[src/logic/mips_params.svh]
`ifndef MIPS_PARAMS_SVH
`define MIPS_PARAMS_SVH

////////////////////////////////////////////////////////////
// Data memory
////////////////////////////////////////////////////////////

`define DMEM_WORDS 256 // Depth in 32-bit words

////////////////////////////////////////////////////////////
// Opcodes
////////////////////////////////////////////////////////////

`define OP_RTYPE 6'b000000 // Operation picked by funct
`define OP_BEQ   6'b000100
`define OP_BNE   6'b000101
`define OP_ADDI  6'b001000
`define OP_SLTI  6'b001010
`define OP_ANDI  6'b001100
`define OP_ORI   6'b001101
`define OP_XORI  6'b001110
`define OP_LUI   6'b001111
`define OP_LB    6'b100000 // Loads and stores carry the size in bits 1..0
`define OP_LH    6'b100001
`define OP_LW    6'b100011
`define OP_LBU   6'b100100 // Bit 2 marks the unsigned loads
`define OP_LHU   6'b100101
`define OP_LWU   6'b100111
`define OP_SB    6'b101000
`define OP_SH    6'b101001
`define OP_SW    6'b101011

////////////////////////////////////////////////////////////
// R-type funct codes
////////////////////////////////////////////////////////////

`define FN_SLL  6'b000000
`define FN_SRL  6'b000010
`define FN_SRA  6'b000011
`define FN_SLLV 6'b000100
`define FN_SRLV 6'b000110
`define FN_SRAV 6'b000111
`define FN_ADD  6'b100000
`define FN_SUB  6'b100010
`define FN_AND  6'b100100
`define FN_OR   6'b100101
`define FN_XOR  6'b100110
`define FN_NOR  6'b100111
`define FN_SLT  6'b101010

`endif
[src/logic/mipsPkg.sv]
package mipsPkg;

	////////////////////////////////////////////////////////////
	// Datapath widths
	////////////////////////////////////////////////////////////

	typedef logic [31:0] wordT;     // Data word and address
	typedef logic [4:0]  regIdxT;   // Register file index
	typedef logic [5:0]  opcodeT;   // Instruction bits 31..26
	typedef logic [5:0]  functT;    // R-type bits 5..0
	typedef logic [3:0]  byteMaskT; // One enable per byte lane
	typedef logic [4:0]  shamtT;    // Shift distance

	////////////////////////////////////////////////////////////
	// ALU operation select
	////////////////////////////////////////////////////////////

	typedef enum logic [3:0] {
		aluAdd = 4'b0000,
		aluSub = 4'b0001, // Also the branch compare
		aluAnd = 4'b0010,
		aluOr  = 4'b0011,
		aluXor = 4'b0100,
		aluNor = 4'b0101,
		aluSll = 4'b0110,
		aluSrl = 4'b0111,
		aluSra = 4'b1000,
		aluSlt = 4'b1001  // Signed compare, result 0 or 1
	} aluOpT;

	// Where the shift distance comes from
	typedef enum logic [1:0] {
		shiftShamt   = 2'b00, // Instruction bits 10..6
		shiftRs      = 2'b01, // Low bits of rs, variable shifts
		shiftSixteen = 2'b10  // Fixed, for LUI
	} shiftSrcT;

endpackage

[src/logic/alu.sv]
`timescale 1ns/1ps

module alu (
	input  mipsPkg::aluOpT op,
	input  mipsPkg::wordT  a,
	input  mipsPkg::wordT  b,
	input  mipsPkg::shamtT shamt,
	output mipsPkg::wordT  result,
	output logic           zero
);
	import mipsPkg::*;

	logic lessThan; // Signed a below b

	assign lessThan = ($signed(a) < $signed(b));

	always_comb
	begin
		case (op)
			aluAdd:  result = a + b;
			aluSub:  result = a - b;
			aluAnd:  result = a & b;
			aluOr:   result = a | b;
			aluXor:  result = a ^ b;
			aluNor:  result = ~(a | b);
			aluSll:  result = b << shamt;             // Shifts act on b
			aluSrl:  result = b >> shamt;
			aluSra:  result = wordT'($signed(b) >>> shamt); // Sign fill
			aluSlt:  result = {31'b0, lessThan};
			default: result = '0;
		endcase
	end

	assign zero = (result == '0); // Equal compare for BEQ and BNE

endmodule

[config.mk]
export PLATFORM = sky130hd
export DESIGN_NAME = alu
export DESIGN_NICKNAME = d
export VERILOG_FILES = /design/src/logic/mips_params.svh /design/src/logic/mipsPkg.sv /design/src/logic/alu.sv
export SDC_FILE = /design/constraint.sdc
export NUM_CORES = 1
export LEC_CHECK = 0
export BUFFER_PORTS_ARGS = -buffer_cell sky130_fd_sc_hd__buf_2
export CAP_MARGIN = 20
export CORE_AREA = 4 4 127 129
export DETAILED_ROUTE_END_ITERATION = 10
export DIE_AREA = 0 0 131 133
export PLACE_DENSITY = 0.95
export SYNTH_ARGS = -nofsm -noshare
export SYNTH_HDL_FRONTEND = slang
export SYNTH_SLANG_ARGS = --single-unit
[constraint.sdc]
create_clock -name vclk -period 6.6
set_input_delay 0.33 -clock vclk [all_inputs]
set_output_delay 0.33 -clock vclk [all_outputs]
set_load 0.01 [all_outputs]
After elaboration in Yosys (flattened, before gate mapping)

Cells that the tools add are included.

Register bits: 0
Bits in latches: 0
Bits in writable memories: 0
Bits in read-only memories: 0
Bits of input ports: 73
Logic and storage cells: 22
Memories kept: 0

Add/subtract/negate cells: 2
Multipliers: 0
Div/mod/pow operators: 0
Order comparisons: 1
Eq/ne operators: 9
Shift-type cells: 3
Mux-type cells: 1
Bitwise gates (word level): 4
Reduce and logical (&&, ||, !) cells: 2

Operator list:

| operator                                                              | number |
|---|---|
| 32-bit case mux with 10 select lines                                  | 1 |
| 32-bit adder                                                          | 1 |
| 32-bit AND                                                            | 1 |
| 32-bit zero test                                                      | 1 |
| 32-bit < comparator                                                   | 1 |
| 32-bit inverter                                                       | 1 |
| 32-bit OR                                                             | 1 |
| 32-bit by 5-bit << shifter with 32-bit output                         | 1 |
| 32-bit by 5-bit >> shifter with 32-bit output                         | 1 |
| 32-bit by 5-bit >>> shifter with 32-bit output                        | 1 |
| 32-bit subtractor                                                     | 1 |
| 32-bit XOR                                                            | 1 |
| 4-bit by 3-bit equality test with 1-bit output, second input constant | 4 |
| 4-bit by 2-bit equality test with 1-bit output, second input constant | 2 |
| 4-bit equality test, second input constant                            | 2 |
| 4-bit by 1-bit equality test with 1-bit output, second input constant | 1 |
| 4-bit zero test                                                       | 1 |

Depth between registers and ports, before layout

Depth after elaboration: 4
Depth in mapped cells: 17
Mapped depth without buffers: 14

Worst setup path after synthesis

Ideal clock, no wire load.

Kind: input-to-output
Start point: in b[9]
End point: out zero
Arrival time: 3,967 ps
Path slack: 2,303 ps
Stages on the path: 15
Cell sequence: clkbuf_1 > inv_1 > ha_1 > buf_2 > clkinv_1 > a21o_1 > a221o_1 > a211oi_1 > o41ai_1 > a21oi_1 > mux2i_1 > nor2_1 > or4_4 > or4_1 > nor4_2

Elaborated cells on any way between the ends: 12
Those cells by class: add/sub: 2; order compare: 1; shift: 3; mux: 1; bitwise: 4; reduce/logical: 1

RTL lines:

| what                                            | line      | RTL |
|---|---|---|
| from (decl)                                     | alu.sv:6  | `input mipsPkg::wordT b,` |
| 32-bit subtractor, or another cell as far along | alu.sv:21 | `aluSub: result = a - b;` |
| 32-bit case mux with 10 select lines (*)        | alu.sv:19 | `case (op)` |
| named net result[28]                            | alu.sv:8  | `output mipsPkg::wordT result,` |
| 32-bit zero test (*)                            | alu.sv:34 | `assign zero = (result == '0);` |
| to (decl)                                       | alu.sv:9  | `output logic zero` |

The timed path passes the listed nets; every way through them passes the cells marked *.

Worst setup path in the final report

Start point: in shamt[3]
End point: out zero

Word-level cells in the longest chain between the ends: 3
Elaborated cells on any way between the ends: 5
Those cells by class: shift: 3; mux: 1; reduce/logical: 1

RTL lines:

| what                                                                         | line      | RTL |
|---|---|---|
| from (decl)                                                                  | alu.sv:7  | `input mipsPkg::shamtT shamt,` |
| 32-bit by 5-bit >>> shifter with 32-bit output, or another cell as far along | alu.sv:28 | `aluSra: result = wordT'($signed(b) >>> shamt);` |
| 32-bit case mux with 10 select lines (*)                                     | alu.sv:19 |  |
| 32-bit zero test (*)                                                         | alu.sv:34 |  |

Every way passes the cells marked *; elsewhere a longest branch is shown, timed or not.

==> flow_summary.json <==
{
  "n_clock_buffer": 0,
  "ant_nets": 0,
  "post_cts_resize_count": 0,
  "overflow": 0,
  "finalHoldViolCount": 0,
  "endpoint": "zero",
  "period_share": 0.805,
  "die-area_um2": 17400,
  "rsz0062_at_grt": "no",
  "gp_congestion": 1.17,
  "dieHeight_um": 133,
  "crit_path_end_kind": "primary output",
  "synth_top_area_cell": "mux4_2",
  "std_cell_rows": 45,
  "grt_first_pass_wirelength_um": 68700,
  "multi_input_area_um2": 9170,
  "initial_core_util": 0.677,
  "wire_per_inst_um": 28.3,
  "fin_tns_setup_ns": 0,
  "synth_area_leaders": "mux4_2, ha_1, a21oi_1, mux2i_1, nor2_1",
  "worstPathCellList": "buf_2 -> clkinv_1 -> mux2i_1 -> o22ai_1 -> a211oi_1 -> o21ai_0 -> nor4b_1 -> nand4b_1 -> nor4_2 -> o2111ai_1 -> nor4_2 -> buf_2",
  "via_count": 13000,
  "regArea_um2": 0,
  "crit_path_max_incr_delay_ns": 1.08,
  "synth.yosys.warnings": 0,
  "areaGrowthSynthToFinish_pct": 3.18,
  "wl_um": 45400,
  "netlist_instances": 1421,
  "drive_gt1_frac": 0.163,
  "syn_area_um2": 10200,
  "synth_top_area_share": 0.144,
  "cp_num_cells": 12,
  "antenna_found_initial": 2,
  "crit_slowest_cell": "clkinv_1",
  "critPathTopFamily": "buffers and inverters",
  "worstMarginPinSlew_ns": 1.09,
  "post_cts_buffers": 0,
  "fillCellCount": 1311,
  "drc_errors": 0,
  "nFlopsAndLatches": 0,
  "min_period_ns": 5.31,
  "crit_required_ns": 6.27,
  "min_path_type": "in -> out",
  "syn_avg_cell_area_um2": 7.16,
  "cap_violations": 0,
  "startpoint": "shamt[3]",
  "drt_iter0_drc": 2467,
  "nets": 1590,
  "synth_cell_type_count": 87,
  "seq_area_frac_synth": 0,
  "slew_viol_final": 0,
  "critPathArrivalTime_ns": 4.98,
  "core_um2": 15000,
  "drt-vias-per-instance": 8.12,
  "path_class": "in -> out",
  "grt_pass1_vias": 11800,
  "hpwl_um": 35000,
  "drt_pass1_iterations": 7,
  "start_kind": "primary input",
  "io_pins": 106,
  "clock.fmax_mhz": 188,
  "slew_headroom": 0.274,
  "fp.dieW_um": 131,
  "outcome": "finished clean",
  "crit_path_max_fanout": 50,
  "io_buffers": 106,
  "syn-num-nets": 1595,
  "cts_hold_buf": 0,
  "track_usage": 0.502,
  "grt_max_degree": 78,
  "critPathBufInv": 3,
  "setup_viol": 0
}
[worst min-delay path: cells and delay by family]
kind | cells | cell delay (ns)
fa+ha+maj | 1 | 0.21
buf+inv | 2 | 0.27
compound gates | 2 | 0.22
[cells in the mapped netlist (all sizes together) (8+ instances only)]
| cell | count |
|---|---|
| nor2 | 133 |
| nand2 | 120 |
| a21oi | 113 |
| inv | 105 |
| ha | 99 |
| o21ai | 85 |
| clkbuf | 81 |
| mux4 | 68 |
| mux2i | 56 |
| buf | 53 |
| nor3 | 30 |
| nand3 | 28 |
| a211oi | 25 |
| o211ai | 25 |
| a31oi | 23 |
| a221oi | 21 |
| nor2b | 18 |
| nor4 | 18 |
| o31ai | 18 |
| o22ai | 15 |
| a21o | 14 |
| a221o | 14 |
| nand2b | 14 |
| nand4 | 13 |
| o21a | 13 |
| a22oi | 12 |
| and2 | 11 |
| o2111ai | 11 |
| o221ai | 11 |
| o22a | 11 |
| a211o | 10 |
| mux2 | 10 |
| a311o | 8 |
| or4 | 8 |
[per-layer routing]
metal | wire length, µm | vias to the layer above | share of wire | GRT usage
li1 | - | 5432 | - | -
met1 | 15800 | 5898 | 0.35 | 0.670
met2 | 18000 | 1373 | 0.40 | 0.718
met3 | 7560 | 306 | 0.17 | 0.144
met4 | 4050 | 0 | 0.089 | 0.283
met5 | 0 | - | 0 | 0
[cell usage in the layout, fill, tap and decap left out, drive strengths merged, types with 21 or more instances in the layout]
cell type / n
a211oi: 25
mux2i: 56
mux4: 68
a31oi: 23
inv: 105
nor3: 30
o21ai: 85
nand3: 28
ha: 99
nor2: 133
o211ai: 25
a221oi: 21
a21oi: 113
buf: 127
nand2: 120
[worst min path at each step]
stage	slack, ns	depth (start not counted)	end	from
final	1.36	5	result[1]	a[1]
after global routing	1.40	5	result[1]	a[1]
after CTS	1.34	5	result[1]	a[1]
after detailed placement	1.33	5	result[1]	a[1]
after global placement	1.37	5	result[1]	a[1]
after floorplan	1.02	3	result[4]	shamt[3]
[through the flow]
stage	setup slack, ns	area (µm²)	util	std cells	hold slack [ns]
global placement	1.55	10500	0.698	1602	1.37
CTS	1.52	10500	0.698	1602	1.34
global route	1.12	10500	0.698	1602	1.40
finish	1.29	10500	0.699	1603	1.36
floorplan	2.30	10200	-	1421	1.02
detailed placement	1.54	10500	0.698	1602	1.33
[final cells by class]
cell class         count  share of cell area
diodes                 1            0.000238
multi-input cells   1179               0.873
inverters            108              0.0386
repair buffers       127              0.0660
well taps            188              0.0224
[cells by family (layout without fill, tap and decap cells)]
logic type | after synthesis | in the layout | synth area share
AO/OA/AOI/OAI | 504 | 504 | 0.344
other | 0 | 1 | 0
XOR/XNOR | 5 | 5 | 0.00430
multiplexers | 134 | 134 | 0.218
adder cells (fa/ha/maj) | 101 | 101 | 0.126
AND/OR/NAND/NOR | 435 | 435 | 0.206
buffers and inverters | 242 | 235 | 0.102
