## config.mk

```make
export PLATFORM = sky130hd
export DESIGN_NAME = registerFile
export DESIGN_NICKNAME = d
export VERILOG_FILES = /design/src/logic/mips_params.svh /design/src/logic/mipsPkg.sv /design/src/logic/registerFile.sv
export SDC_FILE = /design/constraint.sdc
export NUM_CORES = 2
export LEC_CHECK = 0
export BUFFER_PORTS_ARGS = -buffer_cell sky130_fd_sc_hd__buf_2
export CELL_PAD_IN_SITES_DETAIL_PLACEMENT = 0
export CELL_PAD_IN_SITES_GLOBAL_PLACEMENT = 1
export CORE_MARGIN = 5
export CORE_UTILIZATION = 40
export DETAILED_ROUTE_END_ITERATION = 7
export PLACE_DENSITY = 0.63
export RECOVER_POWER = 100
export SYNTH_ARGS = -nofsm -noshare
export SYNTH_HDL_FRONTEND = slang
export SYNTH_SLANG_ARGS = --single-unit
```

## constraint.sdc

```tcl
create_clock -name clk -period 3.06 [get_ports clk]
set_input_delay 0.306 -clock clk [delete_from_list [all_inputs] [get_ports clk]]
set_output_delay 0.306 -clock clk [all_outputs]
set_load 0.01 [all_outputs]
```

## src/logic/mips_params.svh

```systemverilog
`ifndef MIPS_PARAMS_SVH
`define MIPS_PARAMS_SVH

////////////////////////////////////////////////////////////
// Data memory
////////////////////////////////////////////////////////////

`define DMEM_WORDS 256 // Depth in 32-bit words

////////////////////////////////////////////////////////////
// Opcodes
////////////////////////////////////////////////////////////

`define OP_RTYPE 6'b000000 // Operation picked by funct
`define OP_BEQ   6'b000100
`define OP_BNE   6'b000101
`define OP_ADDI  6'b001000
`define OP_SLTI  6'b001010
`define OP_ANDI  6'b001100
`define OP_ORI   6'b001101
`define OP_XORI  6'b001110
`define OP_LUI   6'b001111
`define OP_LB    6'b100000 // Loads and stores carry the size in bits 1..0
`define OP_LH    6'b100001
`define OP_LW    6'b100011
`define OP_LBU   6'b100100 // Bit 2 marks the unsigned loads
`define OP_LHU   6'b100101
`define OP_LWU   6'b100111
`define OP_SB    6'b101000
`define OP_SH    6'b101001
`define OP_SW    6'b101011

////////////////////////////////////////////////////////////
// R-type funct codes
////////////////////////////////////////////////////////////

`define FN_SLL  6'b000000
`define FN_SRL  6'b000010
`define FN_SRA  6'b000011
`define FN_SLLV 6'b000100
`define FN_SRLV 6'b000110
`define FN_SRAV 6'b000111
`define FN_ADD  6'b100000
`define FN_SUB  6'b100010
`define FN_AND  6'b100100
`define FN_OR   6'b100101
`define FN_XOR  6'b100110
`define FN_NOR  6'b100111
`define FN_SLT  6'b101010

`endif
```

## src/logic/mipsPkg.sv

```systemverilog
package mipsPkg;

	////////////////////////////////////////////////////////////
	// Datapath widths
	////////////////////////////////////////////////////////////

	typedef logic [31:0] wordT;     // Data word and address
	typedef logic [4:0]  regIdxT;   // Register file index
	typedef logic [5:0]  opcodeT;   // Instruction bits 31..26
	typedef logic [5:0]  functT;    // R-type bits 5..0
	typedef logic [3:0]  byteMaskT; // One enable per byte lane
	typedef logic [4:0]  shamtT;    // Shift distance

	////////////////////////////////////////////////////////////
	// ALU operation select
	////////////////////////////////////////////////////////////

	typedef enum logic [3:0] {
		aluAdd = 4'b0000,
		aluSub = 4'b0001, // Also the branch compare
		aluAnd = 4'b0010,
		aluOr  = 4'b0011,
		aluXor = 4'b0100,
		aluNor = 4'b0101,
		aluSll = 4'b0110,
		aluSrl = 4'b0111,
		aluSra = 4'b1000,
		aluSlt = 4'b1001  // Signed compare, result 0 or 1
	} aluOpT;

	// Where the shift distance comes from
	typedef enum logic [1:0] {
		shiftShamt   = 2'b00, // Instruction bits 10..6
		shiftRs      = 2'b01, // Low bits of rs, variable shifts
		shiftSixteen = 2'b10  // Fixed, for LUI
	} shiftSrcT;

endpackage

```

## src/logic/registerFile.sv

```systemverilog
`timescale 1ns/1ps

module registerFile (
	input  logic            clk,
	input  logic            arstN,
	input  mipsPkg::regIdxT readAddrA,
	input  mipsPkg::regIdxT readAddrB,
	output mipsPkg::wordT   readDataA,
	output mipsPkg::wordT   readDataB,
	input  logic            writeEn,
	input  mipsPkg::regIdxT writeAddr,
	input  mipsPkg::wordT   writeData
);
	import mipsPkg::*;

	wordT regs [32];
	logic writeLive; // Write that actually lands

	assign writeLive = writeEn && (writeAddr != '0); // r0 ignores writes

	always_ff @(posedge clk or negedge arstN)
	begin
		if (!arstN)
		begin
			for (int r = 0; r < 32; r++)
				regs[r] <= '0;
		end
		else if (writeLive)
			regs[writeAddr] <= writeData;
	end

	// r0 reads zero, same-cycle write passes straight through
	assign readDataA = (readAddrA == '0) ? '0 :
		(writeLive && (writeAddr == readAddrA)) ? writeData : regs[readAddrA];
	assign readDataB = (readAddrB == '0) ? '0 :
		(writeLive && (writeAddr == readAddrB)) ? writeData : regs[readAddrB];

endmodule

```

# --- Word-level counts from Yosys, hierarchy flattened ---
# Index checks and enable logic that the tools add are counted.
totals:
  register_bits: 1024
  word_cells: 61
  output_inout_bits: 64
op_classes:
  mux: 13
  order_cmp: 4
  n_eq_ne: 2
  reduce_logical: 7
  bitwise: 3
op_table:
  columns: ["cell", "count"]
  rows:
  - ["$bwmux W1024", 1]
  - ["$bmux W32 S5", 2]
  - ["$mux W32", 9]
  - ["$demux W32 S5", 1]
  - ["$ge A6 B6 Y1 const B", 3]
  - ["$not A5 Y6", 3]
  - ["$eq A5 B5 Y1", 2]
  - ["$logic_not A5 Y1", 2]
  - ["$lt A6 B1 Y1 const B", 1]
  - ["$reduce_bool A5 Y1", 1]
  - ["$logic_and A1 B1 Y1", 4]

# --- Depth between registers and ports, before layout ---
depth:
  ltp_word: 6
  mapped_depth: 11
  depth_no_buf: 6

# --- Worst setup path before layout ---
# No wires, ideal clock.
synth_timing:
  path_kind: "input -> output"
  start: "input readAddrA[2]"
  end: "output readDataA[4]"
  stages: 7
  arrival_time_ns: 2.157
  n_path_buf: 3
  required_ns: 2.754
  setup_slack_ns: 0.597
  cell_sequence: "buf_2 buf_2 buf_1 mux4_2 mux2_2 a221o_1 a32o_1"
synth_via:
  elab_chain_len: 6
  word_cells_on_any_way: 9
synth_rtl:
  columns: ["element", "line", "rtl"]
  rows:
  - ["start: declaration", "registerFile.sv:6", "input mipsPkg::regIdxT readAddrA,"]
  - ["$not A5 Y6 (not written as such)", "registerFile.sv:34", "(writeLive && (writeAddr == readAddrA)) ? writeData : regs[readAddrA];"]
  - ["$bmux W32 S5", "registerFile.sv:34", null]
  - ["$mux W32 (not written as such) (2 in series)", "registerFile.sv:34", null]
  - ["$mux W32", "registerFile.sv:34", null]
  - ["$mux W32 *", "registerFile.sv:33", "assign readDataA = (readAddrA == '0) ? '0 :"]
  - ["end: declaration", "registerFile.sv:8", "output mipsPkg::wordT readDataA,"]
# Mark *: on every way between the ends. The rest lies on a longest branch, timed or not. The select of a mux whose other input is x is not followed.

# --- Worst setup path after layout ---
layout_timing:
  start: "register regs[95] (netlist name)"
  end: "output readDataA[31]"
layout_via:
  elab_chain_len: 5
layout_rtl:
  columns: ["element", "line", "rtl"]
  rows:
  - ["start: declaration", "registerFile.sv:16", "wordT regs [32];"]
  - ["start signal: indexed assignment", "registerFile.sv:29", "regs[writeAddr] <= writeData;"]
  - ["$bmux W32 S5", "registerFile.sv:34", null]
  - ["$mux W32 (not written as such) (2 in series)", "registerFile.sv:34", null]
  - ["$mux W32", "registerFile.sv:34", null]
  - ["$mux W32", "registerFile.sv:33", null]
# Every way passes these cells. The select of a mux whose other input is x is not followed.

==> results.cfg <==
[sta]
finalSetupViolCount = 0
period_share = 0.986
tightest_slew_ns = 2.41
grt_setup_unrepaired = true
slew_headroom = -0.608
finalMaxSlewViolations = 26
hold_ws_ns = 0.0936
skew_ns = 0
post-route-min-period_ns = 3.02
fmaxAchievable_mhz = 332
hold_viol = 0

[clock_tree]
path_clk_slew_ns = 0.06
clock-sinks = 1024
cts.path.max_buffers = 3
numCtsBuffers = 118
clockRootBuffer = clkbuf_16
ctsHtreeMaxLevel = 3
cts_tree = done
worstSkewPairLatency_ns = 0.74

[setup_path]
worstPathMaxFanout = 3
startpoint = regs[95]
r2r_setup_slack_ns = 2.16
cp.required_ns = 2.75
cp-start-kind = flop
r2r_end = regs[87]
end_kind = output pin
cp-endpoint = readDataA[31]
arrival_ns = 2.71
rr_startpoint = regs[87]
crit_type = reg2out
r2r_cells = 2

[die]
die_width_um = 381
start_util = 0.401
die_h_um = 381
core_area_um2 = 137000
io_pins = 114
rows = 136
die_area_um2 = 145000

[cells_and_area]
final_cells = 5804
reg.largest.list = regs x1024
areaGrowthSynthToFinish_pct = 15.3
final_net_count = 3958
largest_reg_flops = 1024
largest_register = regs
drive_gt1_frac = 0.519
fillers = 12000

[yosys]
synthFlopType = dfrtp_1
synth_nets = 3877
synth_most_common_cell = mux2_2
avgSynthCellArea_um2 = 14.4
yosysTopAreaCell = dfrtp_1
synth_top_area_frac = 0.466
synth_common_cells = mux2_2 (1029), dfrtp_1 (1024), mux4_2 (391)
ys_ff_latch = 1024
netlist_instances = 3827
netlist_top_cells_area = dfrtp_1 (47%), mux2_2 (21%), mux4_2 (16%)
synthMuxAreaShare = 0.414
synthXorXnorAreaFrac = 0.00159
yosysWarnings = 0
synth_edf_count = 0
ys_types = 55
synthArstFlopShare = 1.00
synth-simple-area-share = 0.0256
synth_fa_ha_area_frac = 0
synth_top_family_by_area = multiplexers
synth-seq-area-share = 0.466
synth-compound-area-share = 0.0555
synthesis.area_um2 = 54900

[drt]
routed_wirelength_um = 203000
drtPass1Iterations = 5
vias_per_cell = 6.47
drc = 0
wl_per_cell_um = 35.1
vias = 37600
first_iter_violations = 3674
drt.antenna.violating_nets = 0

[placement]
portBuffers = 113
gp_congestion = 0.816
placed_cells = 5560
place.detailed.hpwl_um = 123000

[power]
peakVddDrop_v = 0.000456
cellPowerDensity_nw_per_um2 = 647
p_leak_nw = 27.7

[global_route]
antenna_found_initial = 8
grt-ovfl-total = 0
grt_max_degree = 126
grt_usage = 0.277
grt_pass1_vias = 38500
grt_pass1_wl_um = 293000

[job]
cap_violations = 1

[status]
status = finished, violations left
violations = capacitance limit, slew limit

[hold_path]
holdPathStages = 2
hold_class = in2reg
==> cells in the final DEF, fill, tap and decap left out, types with 8 or more instances in the layout <==
master     instances
nor3_1            19
clkbuf_16        118
a21oi_1           54
o211ai_1           8
buf_2             97
a221oi_1          30
a31oi_1           10
o22ai_1           25
nand2_4           14
a211oi_1          12
a32o_2             9
clkbuf_1          33
o22a_1             9
mux2i_1          233
nand2_1           97
clkinv_2          21
mux2_2          1023
nor2_4            18
buf_12            79
o31ai_1            9
buf_6              9
nand3_1           27
nor2_1            60
a22oi_1           43
dfrtp_1         1024
nor2b_1            9
clkbuf_8          38
mux4_2           391
a22o_1             9
buf_4            199
o21ai_0           23
and3_1             8
o221ai_1          65
a32o_1            24
a221o_1           37
==> worst max-delay path: stages (launching register included) <==
cell     delay (ns)
dfrtp_1        0.39
mux4_2         0.48
mux2_4         0.29
a221o_1        0.32
a32o_2         0.34
buf_6          0.14
==> what timing repair did <==
action	CTS	global route
hold buffers	3	0
pin swaps	13	10
resized for setup	24	13
buffers inserted	15	5
hold endpoints to repair	374	0
gates cloned	0	0
setup endpoints to repair	29	13
==> cells by family (layout without fill, tap and decap cells) <==
family	count (synthesis)	count (layout)
flip-flops	1024	1024
other	0	2
AO/OA/AOI/OAI	392	392
AND/OR/NAND/NOR	305	305
multiplexers	1653	1653
XOR/XNOR	10	10
buffers and inverters	443	624
==> power by group <==
part	internal (mW)	switching (mW)
clock	8.49	6.03
sequential	16.1	1.92
combinational	4.87	3.53
==> metal layers <==
metal	GRT usage	routed length [um]	part of all wire	up-vias
met5	0	11	0.000054	-
met4	0.0798	6220	0.031	2
met3	0.0547	15700	0.077	346
met2	0.426	92300	0.45	1589
met1	0.402	89300	0.44	20600
li1	-	-	-	15000
==> worst min path at each step <==
stage / endpoint / start
detailed placement: regs[209] / arstN
global placement: regs[79] / arstN
global route: regs[879] / writeData[15]
floorplan: regs[0] / arstN
finish: regs[879] / writeData[15]
CTS: regs[175] / arstN
==> metrics by stage <==
| step | power (mW) | cell area [um^2] | setup slack (ns) | utilization | setup TNS (ns) |
|---|---|---|---|---|---|
| floorplan | 23.6 | 54900 | 0.597 | - | 0 |
| global placement | 26.2 | 59000 | -0.255 | 0.431 | -5.81 |
| detailed placement | 26.5 | 59000 | -0.273 | 0.431 | -4.99 |
| CTS | 41.1 | 63300 | -0.0309 | 0.462 | -0.0488 |
| global route | 42.6 | 63300 | -0.0428 | 0.462 | -0.382 |
| finish | 41.0 | 63300 | 0.0438 | 0.462 | 0 |
==> area by class of cell <==
class                           count  area [um^2]  area share
Clock buffer                      181         3560      0.0562
Sequential cell                  1024        25600       0.405
Inverter                            3         11.3    0.000178
Multi-Input combinational cell   2360        27700       0.437
Antenna cell                        2         5.00   0.0000790
Timing Repair Buffer              401         3780      0.0597
Clock inverter                     39          419     0.00662
Tap cell                         1794         2240      0.0354
(Power assumes the default switching activity.)
