[src/logic/mips_params.svh]
`ifndef MIPS_PARAMS_SVH
`define MIPS_PARAMS_SVH

////////////////////////////////////////////////////////////
// Data memory
////////////////////////////////////////////////////////////

`define DMEM_WORDS 256 // Depth in 32-bit words

////////////////////////////////////////////////////////////
// Opcodes
////////////////////////////////////////////////////////////

`define OP_RTYPE 6'b000000 // Operation picked by funct
`define OP_BEQ   6'b000100
`define OP_BNE   6'b000101
`define OP_ADDI  6'b001000
`define OP_SLTI  6'b001010
`define OP_ANDI  6'b001100
`define OP_ORI   6'b001101
`define OP_XORI  6'b001110
`define OP_LUI   6'b001111
`define OP_LB    6'b100000 // Loads and stores carry the size in bits 1..0
`define OP_LH    6'b100001
`define OP_LW    6'b100011
`define OP_LBU   6'b100100 // Bit 2 marks the unsigned loads
`define OP_LHU   6'b100101
`define OP_LWU   6'b100111
`define OP_SB    6'b101000
`define OP_SH    6'b101001
`define OP_SW    6'b101011

////////////////////////////////////////////////////////////
// R-type funct codes
////////////////////////////////////////////////////////////

`define FN_SLL  6'b000000
`define FN_SRL  6'b000010
`define FN_SRA  6'b000011
`define FN_SLLV 6'b000100
`define FN_SRLV 6'b000110
`define FN_SRAV 6'b000111
`define FN_ADD  6'b100000
`define FN_SUB  6'b100010
`define FN_AND  6'b100100
`define FN_OR   6'b100101
`define FN_XOR  6'b100110
`define FN_NOR  6'b100111
`define FN_SLT  6'b101010

`endif
[src/logic/mipsPkg.sv]
package mipsPkg;

	////////////////////////////////////////////////////////////
	// Datapath widths
	////////////////////////////////////////////////////////////

	typedef logic [31:0] wordT;     // Data word and address
	typedef logic [4:0]  regIdxT;   // Register file index
	typedef logic [5:0]  opcodeT;   // Instruction bits 31..26
	typedef logic [5:0]  functT;    // R-type bits 5..0
	typedef logic [3:0]  byteMaskT; // One enable per byte lane
	typedef logic [4:0]  shamtT;    // Shift distance

	////////////////////////////////////////////////////////////
	// ALU operation select
	////////////////////////////////////////////////////////////

	typedef enum logic [3:0] {
		aluAdd = 4'b0000,
		aluSub = 4'b0001, // Also the branch compare
		aluAnd = 4'b0010,
		aluOr  = 4'b0011,
		aluXor = 4'b0100,
		aluNor = 4'b0101,
		aluSll = 4'b0110,
		aluSrl = 4'b0111,
		aluSra = 4'b1000,
		aluSlt = 4'b1001  // Signed compare, result 0 or 1
	} aluOpT;

	// Where the shift distance comes from
	typedef enum logic [1:0] {
		shiftShamt   = 2'b00, // Instruction bits 10..6
		shiftRs      = 2'b01, // Low bits of rs, variable shifts
		shiftSixteen = 2'b10  // Fixed, for LUI
	} shiftSrcT;

endpackage

[src/logic/controlUnit.sv]
`timescale 1ns/1ps
`include "mips_params.svh"

module controlUnit (
	input  mipsPkg::opcodeT   op,
	input  mipsPkg::functT    funct,
	output mipsPkg::aluOpT    aluOp,
	output logic              regWrite,
	output logic              memToReg,
	output logic              memWrite,
	output logic              branch,
	output logic              branchNe,
	output logic              aluSrc,
	output logic              regDst,
	output logic              immZeroExt,
	output logic              loadUnsigned,
	output logic              illegal,
	output mipsPkg::shiftSrcT shiftSrc,
	output mipsPkg::byteMaskT readBytes,
	output mipsPkg::byteMaskT writeBytes
);
	import mipsPkg::*;

	// Access size from opcode bits 1..0
	function automatic byteMaskT sizeMask(logic [1:0] size);
		case (size)
			2'b00:   sizeMask = 4'b0001; // Byte
			2'b01:   sizeMask = 4'b0011; // Half
			default: sizeMask = 4'b1111; // Word
		endcase
	endfunction

	always_comb
	begin
		// Everything idle unless an arm below raises it
		aluOp        = aluAdd;
		regWrite     = 1'b0;
		memToReg     = 1'b0;
		memWrite     = 1'b0;
		branch       = 1'b0;
		branchNe     = 1'b0;
		aluSrc       = 1'b0;
		regDst       = 1'b0;
		immZeroExt   = 1'b0;
		loadUnsigned = 1'b0;
		illegal      = 1'b0;
		shiftSrc     = shiftShamt;
		readBytes    = 4'b0000;
		writeBytes   = 4'b0000;

		case (op)
			`OP_RTYPE:
			begin
				regDst = 1'b1; // Destination is rd
				case (funct)
					`FN_ADD:  aluOp = aluAdd;
					`FN_SUB:  aluOp = aluSub;
					`FN_AND:  aluOp = aluAnd;
					`FN_OR:   aluOp = aluOr;
					`FN_XOR:  aluOp = aluXor;
					`FN_NOR:  aluOp = aluNor;
					`FN_SLT:  aluOp = aluSlt;
					`FN_SLL:  aluOp = aluSll; // Distance from shamt field
					`FN_SRL:  aluOp = aluSrl;
					`FN_SRA:  aluOp = aluSra;
					`FN_SLLV:
					begin
						aluOp    = aluSll;
						shiftSrc = shiftRs; // Distance from rs
					end
					`FN_SRLV:
					begin
						aluOp    = aluSrl;
						shiftSrc = shiftRs;
					end
					`FN_SRAV:
					begin
						aluOp    = aluSra;
						shiftSrc = shiftRs;
					end
					default:  illegal = 1'b1; // Unknown funct
				endcase
				regWrite = !illegal;
			end
			`OP_LB, `OP_LBU, `OP_LH, `OP_LHU, `OP_LW, `OP_LWU:
			begin
				regWrite     = 1'b1;
				memToReg     = 1'b1;
				aluSrc       = 1'b1;            // Base plus offset
				loadUnsigned = op[2];           // LBU, LHU, LWU
				readBytes    = sizeMask(op[1:0]);
			end
			`OP_SB, `OP_SH, `OP_SW:
			begin
				memWrite   = 1'b1;
				aluSrc     = 1'b1;
				writeBytes = sizeMask(op[1:0]);
			end
			`OP_BEQ, `OP_BNE:
			begin
				branch   = 1'b1;
				branchNe = (op == `OP_BNE);
				aluOp    = aluSub; // Zero flag means equal
			end
			`OP_ADDI:
			begin
				regWrite = 1'b1;
				aluSrc   = 1'b1;
			end
			`OP_SLTI:
			begin
				regWrite = 1'b1;
				aluSrc   = 1'b1;
				aluOp    = aluSlt; // Signed against sign-extended imm
			end
			`OP_ANDI, `OP_ORI, `OP_XORI:
			begin
				regWrite   = 1'b1;
				aluSrc     = 1'b1;
				immZeroExt = 1'b1;
				case (op)
					`OP_ANDI: aluOp = aluAnd;
					`OP_ORI:  aluOp = aluOr;
					default:  aluOp = aluXor;
				endcase
			end
			`OP_LUI:
			begin
				regWrite   = 1'b1;
				aluSrc     = 1'b1;
				immZeroExt = 1'b1;
				aluOp      = aluSll;       // Immediate moved to upper half
				shiftSrc   = shiftSixteen;
			end
			default: illegal = 1'b1; // Unknown opcode
		endcase
	end

	// No opcode both loads a register and writes memory
	always_comb
	begin
		assert final (!(regWrite && memWrite))
			else $error("controlUnit: regWrite and memWrite for op %b", op);
	end

endmodule

[config.mk]
export PLATFORM = sky130hd
export DESIGN_NAME = controlUnit
export DESIGN_NICKNAME = d
export VERILOG_FILES = /design/src/logic/mipsPkg.sv /design/src/logic/controlUnit.sv
export VERILOG_INCLUDE_DIRS = /design/src /design/src/logic
export SDC_FILE = /design/constraint.sdc
export NUM_CORES = 1
export LEC_CHECK = 0
export BUFFER_PORTS_ARGS = -buffer_cell sky130_fd_sc_hd__buf_4
export CORE_AREA = 2 2 39 41
export DETAILED_ROUTE_END_ITERATION = 6
export DIE_AREA = 0 0 41 43
export PLACE_DENSITY_LB_ADDON = 0.15
export SYNTH_ARGS = -nofsm -noshare
export SYNTH_HDL_FRONTEND = slang
export SYNTH_SLANG_ARGS = --single-unit
[constraint.sdc]
create_clock -name vclk -period 1.9
set_clock_uncertainty 0.1 [all_clocks]
set_input_delay 0.285 -clock vclk [all_inputs]
set_output_delay 0.285 -clock vclk [all_outputs]
set_load 0.05 [all_outputs]
* Word-level counts from Yosys, hierarchy flattened
Index checks and enable logic that the tools add are counted.
W data, S select, Z words.
** Word-level totals
- Flip-flop bits (word level) :: 0
- Input port bits :: 12
- Output and inout bits :: 24
- Logic and storage cells :: 67
** Operators by class
- Multiplexer cells :: 20
- Reduce and logical (&&, ||, !) cells :: 17
- Equality and inequality tests :: 30
** Operators with widths (number)
- $eq A6 B6 Y1 const B :: 16
- $eq A6 B4 Y1 const B :: 6
- $pmux W4 S9 :: 1
- $eq A6 B3 Y1 const B :: 5
- $pmux W4 S5 :: 1
- $reduce_or A17 Y1 :: 1
- $reduce_or A15 Y1 :: 1
- $reduce_or A13 Y1 :: 1
- $eq A6 B2 Y1 const B :: 2
- $logic_not A6 Y1 :: 2
- $reduce_or A12 Y1 :: 1
- $mux W1 :: 11
- $reduce_or A3 Y1 :: 3
- $mux W4 :: 2
- $pmux W4 S2 :: 1
- $reduce_or A2 Y1 :: 4
- $pmux W3 S2 :: 1
- $reduce_or A6 Y1 :: 1
- $pmux W1 S2 :: 2
- $pmux W2 S2 :: 1
- $reduce_or A4 Y1 :: 1
- $eq A2 B1 Y1 const B :: 1
- $logic_not A2 Y1 :: 1
- $logic_not A1 Y1 :: 1

* Logic depth before layout (Yosys ltp)
Gate-level depths: netlist of the first run.
- Depth in word-level cells :: 6
- Depth in mapped cells :: 6
- Mapped depth without buffers :: 5

* Least setup slack after synthesis of the first run
No wires, ideal clock.
- Path type :: input -> output
- Start point :: input op[3]
- End point :: output branchNe
- Arrival :: 2660 ps
- Path buffers :: 1
- Required time :: 1515 ps
- Cell stages on the path :: 3
- Slack :: -1145 ps
- Cell sequence :: clkbuf_1 nor4_1 and2_1
** On the way
- Word-level cells in the longest chain between the ends :: 3
- Elaborated cells between the ends (all ways) :: 4
- Classes of those cells :: eq/ne (2); mux (1); reduce/logical (1)
** RTL lines
- from (decl) :: RTL line controlUnit.sv:5 : input mipsPkg::opcodeT op,
- $eq A6 B3 Y1 :: RTL line controlUnit.sv:51 : case (op)
- $reduce_or A2 Y1 :: RTL line controlUnit.sv:51
- $mux W1 * :: RTL line controlUnit.sv:51
- to (decl) :: RTL line controlUnit.sv:12 : output logic branchNe,
Mark *: on every way between the ends. The rest lies on a longest branch, timed or not.

* Worst setup path after layout of the first run
- Start point :: input op[0]
- End point :: output aluOp[1]
** On the way
- Word-level cells in the longest chain between the ends :: 3
- Elaborated cells between the ends (all ways) :: 12
- Classes of those cells :: eq/ne (7); mux (2); reduce/logical (3)
** RTL lines
- $eq A6 B4 Y1 (tied with other cells) :: RTL line controlUnit.sv:51, controlUnit.sv:121
- $pmux W3 S2 (tied with other cells) :: RTL line controlUnit.sv:121 : case (op)
- $pmux W4 S5 * :: RTL line controlUnit.sv:51
- to (decl) :: RTL line controlUnit.sv:7 : output mipsPkg::aluOpT aluOp,
Marked as above.

==> flow_summary.json, run 1 <==
{
  "run_status": "finished with violations",
  "violations": "negative setup slack",
  "initial_utilization_pct": 31.6,
  "yosysTopAreaCellShare_pct": 12.0,
  "io_buffers": 36,
  "stdcell_count": 130,
  "drc_errors": 0,
  "synth_area_um2": 437,
  "synth_area_leaders": "nor2_1 (12%), nor2b_1 (8.6%), a21oi_1 (6.9%), buf_4 (6.9%), nand3_1 (4.6%)",
  "die_area_um2": 1760,
  "maxSlewViolCount": 0,
  "synth_common_cells": "nor2_1 (14), a21oi_1 (6), nor2b_1 (6)",
  "worstMarginPinSlew_ns": 0.336,
  "crit_fanout": 2,
  "vdd_drop_max_mv": 0.116,
  "synth.most_common_cell": "nor2_1",
  "design_area_um2": 907,
  "power_leakage_uw": 0.000405,
  "dr.pass1.iters": 4,
  "pre_cts_ws_ns": -0.0848,
  "fin_util_pct": 65.6,
  "synth_cell_types": 30,
  "setup_slack_ns": -0.00803,
  "netlist_instances": 77,
  "worstPathArrival_ns": 1.52,
  "yosysTopAreaCell": "nor2_1",
  "n_sequential_cell": 0,
  "core_area_um2": 1380,
  "grt_max_degree": 12,
  "final-seq-area_um2": 0,
  "drive_gt1_share_pct": 55.3,
  "place_inst": 129,
  "place.gp.congestion": 0.773,
  "setup_viol": 1,
  "syn_to_final_growth_pct": 108,
  "grt_remaining_overflow": 0,
  "totalWireLength_um": 1410,
  "place_area_um2": 856,
  "hold_depth": 4,
  "crit_required_ns": 1.51,
  "fin_nets": 128,
  "yosysSeqAreaShare_pct": 0,
  "grt_pass1_wl_um": 2200,
  "rows": 14,
  "ant_nets": 0,
  "syn_area_per_cell_um2": 5.67,
  "crit_path_start_kind": "primary input",
  "relSlewSlack_pct": 77.4,
  "clock.fmax_mhz": 524,
  "antenna_found_initial": 0,
  "hold_violations": 0,
  "io_pins": 36,
  "first_iter_violations": 4,
  "maxCapViolations": 0,
  "num_antenna_cells": 0,
  "cp-end-kind": "output port",
  "fin_hold_ws_ns": 0.891,
  "power.density_nw_per_um2": 222,
  "ys_warn_count": 0,
  "vias": 658,
  "vias_per_cell": 5.06,
  "die_h_um": 43,
  "die_w_um": 41,
  "rsz0062_at_grt": "true",
  "hold_class": "primary input to output port",
  "period_needed_ns": 1.91,
  "grt_pass1_vias": 549,
  "wl_per_cell_um": 10.8,
  "dp.final_hpwl_um": 1180,
  "fin_crit_sh_pct": 100,
  "hold_buffers": 0,
  "grt_usage_pct": 16.6,
  "crit_type": "primary input to output port",
  "clock_buffers": 0,
  "synth_nets": 89
}
-- report_power, final --
group	total, uW	internal, uW	switching, uW
clock	0	0	0
sequential	0	0	0
combinational	201	79.2	122
total	201	79.2	122
-- worst max-delay path: stages --
cell and delay, ns:
buf_6 0.10, nor4_4 0.28, nand3b_1 0.13, or3_4 0.42, o22ai_4 0.13, buf_6 0.18
-- area by class of cell --
class              instances  area (um^2)
fillers                  125          477
inverters                  4         15.0
multi-input cells         65          512
well taps                 16         20.0
repair buffers            45          360
-- stage by stage --
stage / total power (uW) / setup TNS (ns)
after floorplan: 124 / -0.260
after CTS: 194 / -0.0167
final: 201 / -0.00803
after global routing: 214 / -0.114
after detailed placement: 190 / -0.159
after global placement: 189 / -0.170
-- final timing paths --
check | start | to | slack [ns]
setup / recovery | op[0] | aluOp[1] | -0.008
hold / removal | funct[4] | shiftSrc[0] | 0.89
-- routing by layer --
layer	vias to the layer above	track usage [%]	routed length (um)
met5	-	0	0
met4	0	0	0
met3	0	0	78
met2	17	30.9	742
met1	292	21.2	588
li1	349	-	-
-- what timing repair did --
action                                  4_1_cts  5_1_grt
buffers inserted                              1        0
cloned                                        0        0
gates resized for setup                       5        4
pin swaps                                     2        1
endpoints found under the setup margin        2        4
-- cell usage in the layout, fill, tap and decap left out, drive strengths merged --
cell,n
and3b,1
and3,1
and2b,1
a32oi,1
a21oi,6
or3,1
o21ai,4
o2111a,1
nand2b,2
nand3b,1
a22o,1
nor2b,6
nor3b,2
nor4,3
nand3,4
buf,45
o22ai,2
or2b,1
o32ai,1
nor4bb,1
nor2,14
inv,4
and2,3
a22oi,2
nor3,2
nand2,4
-- cells by family after synthesis --
logic type,share of synthesized area [%]
buffers and inverters,14.0
and+or+nand+nor,59.6
AOI/OAI and AO/OA,26.4
Power figures use the tool's default switching activity.
==> run 2, diff against run 1 <==
==> constraint.sdc (replaced) <==
create_clock -name vclk -period 1.9
set_clock_uncertainty 0.1 [all_clocks]
set_input_delay 0.285 -clock vclk [all_inputs]
set_output_delay 0.285 -clock vclk [all_outputs]
set_load 0.02 [all_outputs]
==> flow_summary.json, run 2 (same netlist as run 1, synthesis figures left out) <==
{
  "syn_to_final_growth_pct": 77.4,
  "fin_crit_sh_pct": 99.9,
  "wl_per_cell_um": 11.6,
  "die_h_um": 43,
  "grt_remaining_overflow": 0,
  "vias_per_cell": 5.19,
  "fin_nets": 124,
  "totalWireLength_um": 1470,
  "vdd_drop_max_mv": 0.0894,
  "io_buffers": 36,
  "run_status": "finished clean",
  "hold_class": "primary input to output port",
  "relSlewSlack_pct": 81.7,
  "dr.pass1.iters": 2,
  "power.density_nw_per_um2": 184,
  "first_iter_violations": 7,
  "num_antenna_cells": 0,
  "place_area_um2": 724,
  "maxSlewViolCount": 0,
  "min-delay-start": "op[4]",
  "power_leakage_uw": 0.000377,
  "antenna_found_initial": 0,
  "die_w_um": 41,
  "fin_util_pct": 56.0,
  "clock_buffers": 0,
  "design_area_um2": 774,
  "drive_gt1_share_pct": 41.8,
  "hold_buffers": 0,
  "ant_nets": 0,
  "io_pins": 36,
  "critPathLaunch": "op[3]",
  "setup_viol": 0,
  "crit_fanout": 2,
  "grt_max_degree": 12,
  "grt_pass1_wl_um": 1930,
  "worstMarginPinSlew_ns": 0.272,
  "drc_errors": 0,
  "rows": 14,
  "cp-end-kind": "output port",
  "final_common_cell": "buf_4",
  "place.gp.congestion": 0.735,
  "grt_pass1_vias": 505,
  "worstPathArrival_ns": 1.51,
  "crit_end": "aluOp[1]",
  "grt_usage_pct": 14.1,
  "hold_depth": 3,
  "clock.fmax_mhz": 527,
  "mostFrequentLayoutCells": "buf_4 (37), nor2_1 (14), nor2b_1 (6), a21oi_1 (6)",
  "initial_utilization_pct": 31.6,
  "slowest_delay_ns": 0.42,
  "die_area_um2": 1760,
  "critPathSlowestCell": "or3_4",
  "crit_chain": "buf_8 > nor4_4 > nand3b_1 > or3_4 > o22ai_2 > buf_6",
  "period_needed_ns": 1.90,
  "crit_required_ns": 1.51,
  "vias": 654,
  "n_sequential_cell": 0,
  "crit_type": "primary input to output port",
  "dp.final_hpwl_um": 1140,
  "rsz0062_at_grt": "true",
  "maxCapViolations": 0,
  "crit_path_start_kind": "primary input",
  "cts_setup_buffers": 0,
  "final-seq-area_um2": 0,
  "core_area_um2": 1380,
  "hold_violations": 0
}
## run 2: cell types whose count changed in the layout (fill, tap and decap cells not counted), moves of 2 or more
cell	before	now
buf_4	39	37
buf_6	6	3
nor2_1	9	14
nor2_4	4	0
o22ai_4	2	0
## run 2: critical path, delay by kind of cell
| kind | cells | cell delay [ns] |
|---|---|---|
| compound gates | 1 | 0.15 |
| simple gates | 3 | 0.84 |
| buf+inv | 2 | 0.25 |
## run 2: how the worst min path moves through the flow
stage / to / slack [ns]
6_report: writeBytes[1] / 0.80
5_1_grt: writeBytes[1] / 0.82
4_1_cts: writeBytes[1] / 0.80
3_5_place_dp: writeBytes[1] / 0.80
3_3_place_gp: writeBytes[1] / 0.80
2_1_floorplan: readBytes[1] / 0.61
## run 2: cell type report
type / count / area (um^2)
fillers: 145 / 609
well taps: 16 / 20.0
repair buffers: 41 / 327
inverters: 4 / 15.0
multi-input cells: 65 / 413
## run 2: what timing repair did
action | CTS | global route
resized for setup | 2 | 8
setup endpoints to repair | 2 | 2
pin swaps | 5 | 2
cloned | 0 | 0
## run 2: metrics by stage
stage | cells | TNS, ns | setup WS (ns) | hold WS [ns] | total power, uW
floorplan | 77 | 0 | 0.00383 | 0.611 | 72.8
global placement | 126 | 0 | 0.00378 | 0.802 | 133
detailed placement | 126 | -0.0227 | -0.0186 | 0.799 | 134
CTS | 126 | 0 | 0.00414 | 0.800 | 137
global route | 126 | -0.0549 | -0.0396 | 0.822 | 154
finish | 126 | 0 | 0.00125 | 0.800 | 142
## run 2: report_power, final
group	switching (uW)	internal, uW	leakage [uW]
combinational	77.1	65.2	0.000377
clock	0	0	0
sequential	0	0	0
## run 2: routing by layer
layer	wire [um]	track usage, %	part of all wire [%]
met5	0	0	0
met4	0	0	0
met3	80	0	5.5
met2	808	26.6	55
met1	576	17.7	39
==> run 3, diff against run 2 <==
--- a/config.mk
+++ b/config.mk
@@ -11,6 +11,7 @@
 export DETAILED_ROUTE_END_ITERATION = 6
 export DIE_AREA = 0 0 41 43
 export PLACE_DENSITY_LB_ADDON = 0.15
+export SETUP_SLACK_MARGIN = 0.05
 export SYNTH_ARGS = -nofsm -noshare
 export SYNTH_HDL_FRONTEND = slang
 export SYNTH_SLANG_ARGS = --single-unit
==> flow_summary.json, run 3 (same netlist as run 1, synthesis figures left out) <==
{
  "run_status": "finished clean",
  "vias": 683,
  "final_common_cell": "buf_4",
  "fin_hold_ws_ns": 0.808,
  "grt_usage_pct": 16.9,
  "ant_nets": 0,
  "die_h_um": 43,
  "antenna_found_initial": 0,
  "grt_max_degree": 12,
  "pre_cts_ws_ns": -0.0275,
  "setup_slack_ns": 0.0563,
  "io_pins": 36,
  "first_iter_violations": 14,
  "fin_tns_setup_ns": 0,
  "vdd_drop_max_mv": 0.0778,
  "crit_required_ns": 1.51,
  "clock.fmax_mhz": 542,
  "initial_utilization_pct": 31.6,
  "crit_path_start_kind": "primary input",
  "relSlewSlack_pct": 80.8,
  "die_w_um": 41,
  "p_int_uw": 68.6,
  "fin_nets": 127,
  "place_area_um2": 761,
  "crit_fanout": 2,
  "grt_remaining_overflow": 0,
  "cts_setup_buffers": 0,
  "maxCapViolations": 0,
  "final-seq-area_um2": 0,
  "hold_violations": 0,
  "power.density_nw_per_um2": 186,
  "power.total_uw": 147,
  "place.gp.congestion": 0.747,
  "switching_power_uw": 78.2,
  "crit_type": "primary input to output port",
  "power_frac_clock_pct": 0,
  "dp.final_hpwl_um": 1170,
  "rsz0062_at_grt": "true",
  "drc_errors": 0,
  "n_sequential_cell": 0,
  "totalWireLength_um": 1420,
  "io_buffers": 36,
  "rows": 14,
  "core_area_um2": 1380,
  "worstMarginPinSlew_ns": 0.286,
  "dr.pass1.iters": 4,
  "design_area_um2": 790,
  "wl_per_cell_um": 11.0,
  "mostFrequentLayoutCells": "buf_4 (40), nor2_1 (14), nor2b_1 (6), a21oi_1 (5)",
  "power_leakage_uw": 0.000390,
  "hold_class": "primary input to output port",
  "worstPathArrival_ns": 1.46,
  "vias_per_cell": 5.29,
  "maxSlewViolCount": 0,
  "num_antenna_cells": 0,
  "grt_pass1_wl_um": 2260,
  "combPwrFrac_pct": 100.0,
  "drive_gt1_share_pct": 44.2,
  "setup_viol": 0,
  "syn_to_final_growth_pct": 80.8,
  "fin_crit_sh_pct": 97.0,
  "switching_share_pct": 53.3,
  "die_area_um2": 1760,
  "fillers": 140,
  "period_needed_ns": 1.84,
  "p_seq_share_pct": 0,
  "clock_buffers": 0,
  "cp-end-kind": "output port",
  "multi_input_area_um2": 409,
  "grt_pass1_vias": 562
}
[run 3: cell count changes in the layout (fill, tap and decap cells not counted)]
cell	change
o21ai_4	-1
a21oi_2	+1
buf_6	+1
a21oi_1	-1
o21ai_2	+1
buf_4	+3
buf_8	-1
[run 3: cell type report]
| type | instances | area share [%] |
|---|---|---|
| well taps | 16 | 2.54 |
| repair buffers | 44 | 43.7 |
| inverters | 4 | 1.90 |
| multi-input cells | 65 | 51.8 |
[run 3: final timing paths]
kind | slack [ns] | start | endpoint | cells after the start
worst max-delay path | 0.06 | op[2] | aluOp[2] | 6
worst min-delay path | 0.81 | op[4] | writeBytes[1] | 3
[run 3: timing repair]
item	4_1_cts	5_1_grt
hold buffers	0	0
gates resized for setup	6	0
pin swaps	5	1
setup endpoints to repair	2	2
endpoints found under the hold margin	0	0
[run 3: worst max-delay path: stages]
cell and delay [ns]:
buf_6 0.10, nor4_4 0.27, nand3b_1 0.13, or3_4 0.41, o21ai_2 0.13, buf_6 0.13
[run 3: per-layer routing]
metal,track usage [%],part of all wire [%],vias up
li1,-,-,343
met1,21.2,41,317
met2,31.9,53,23
met3,0,6.4,0
met4,0,0,0
met5,0,0,-
[run 3: per-stage QoR]
step / utilization (%) / instances
floorplan: - / 77
global placement: 55.0 / 129
detailed placement: 55.0 / 129
CTS: 57.1 / 129
global route: 57.1 / 129
finish: 57.1 / 129
[run 3: power by group through the flow]
| stage | logic (uW) | clock network (uW) | registers [uW] |
|---|---|---|---|
| after floorplan | 75.1 | 0 | 0 |
| after global placement | 141 | 0 | 0 |
| after detailed placement | 142 | 0 | 0 |
| after CTS | 147 | 0 | 0 |
| after global routing | 159 | 0 | 0 |
| final | 147 | 0 | 0 |
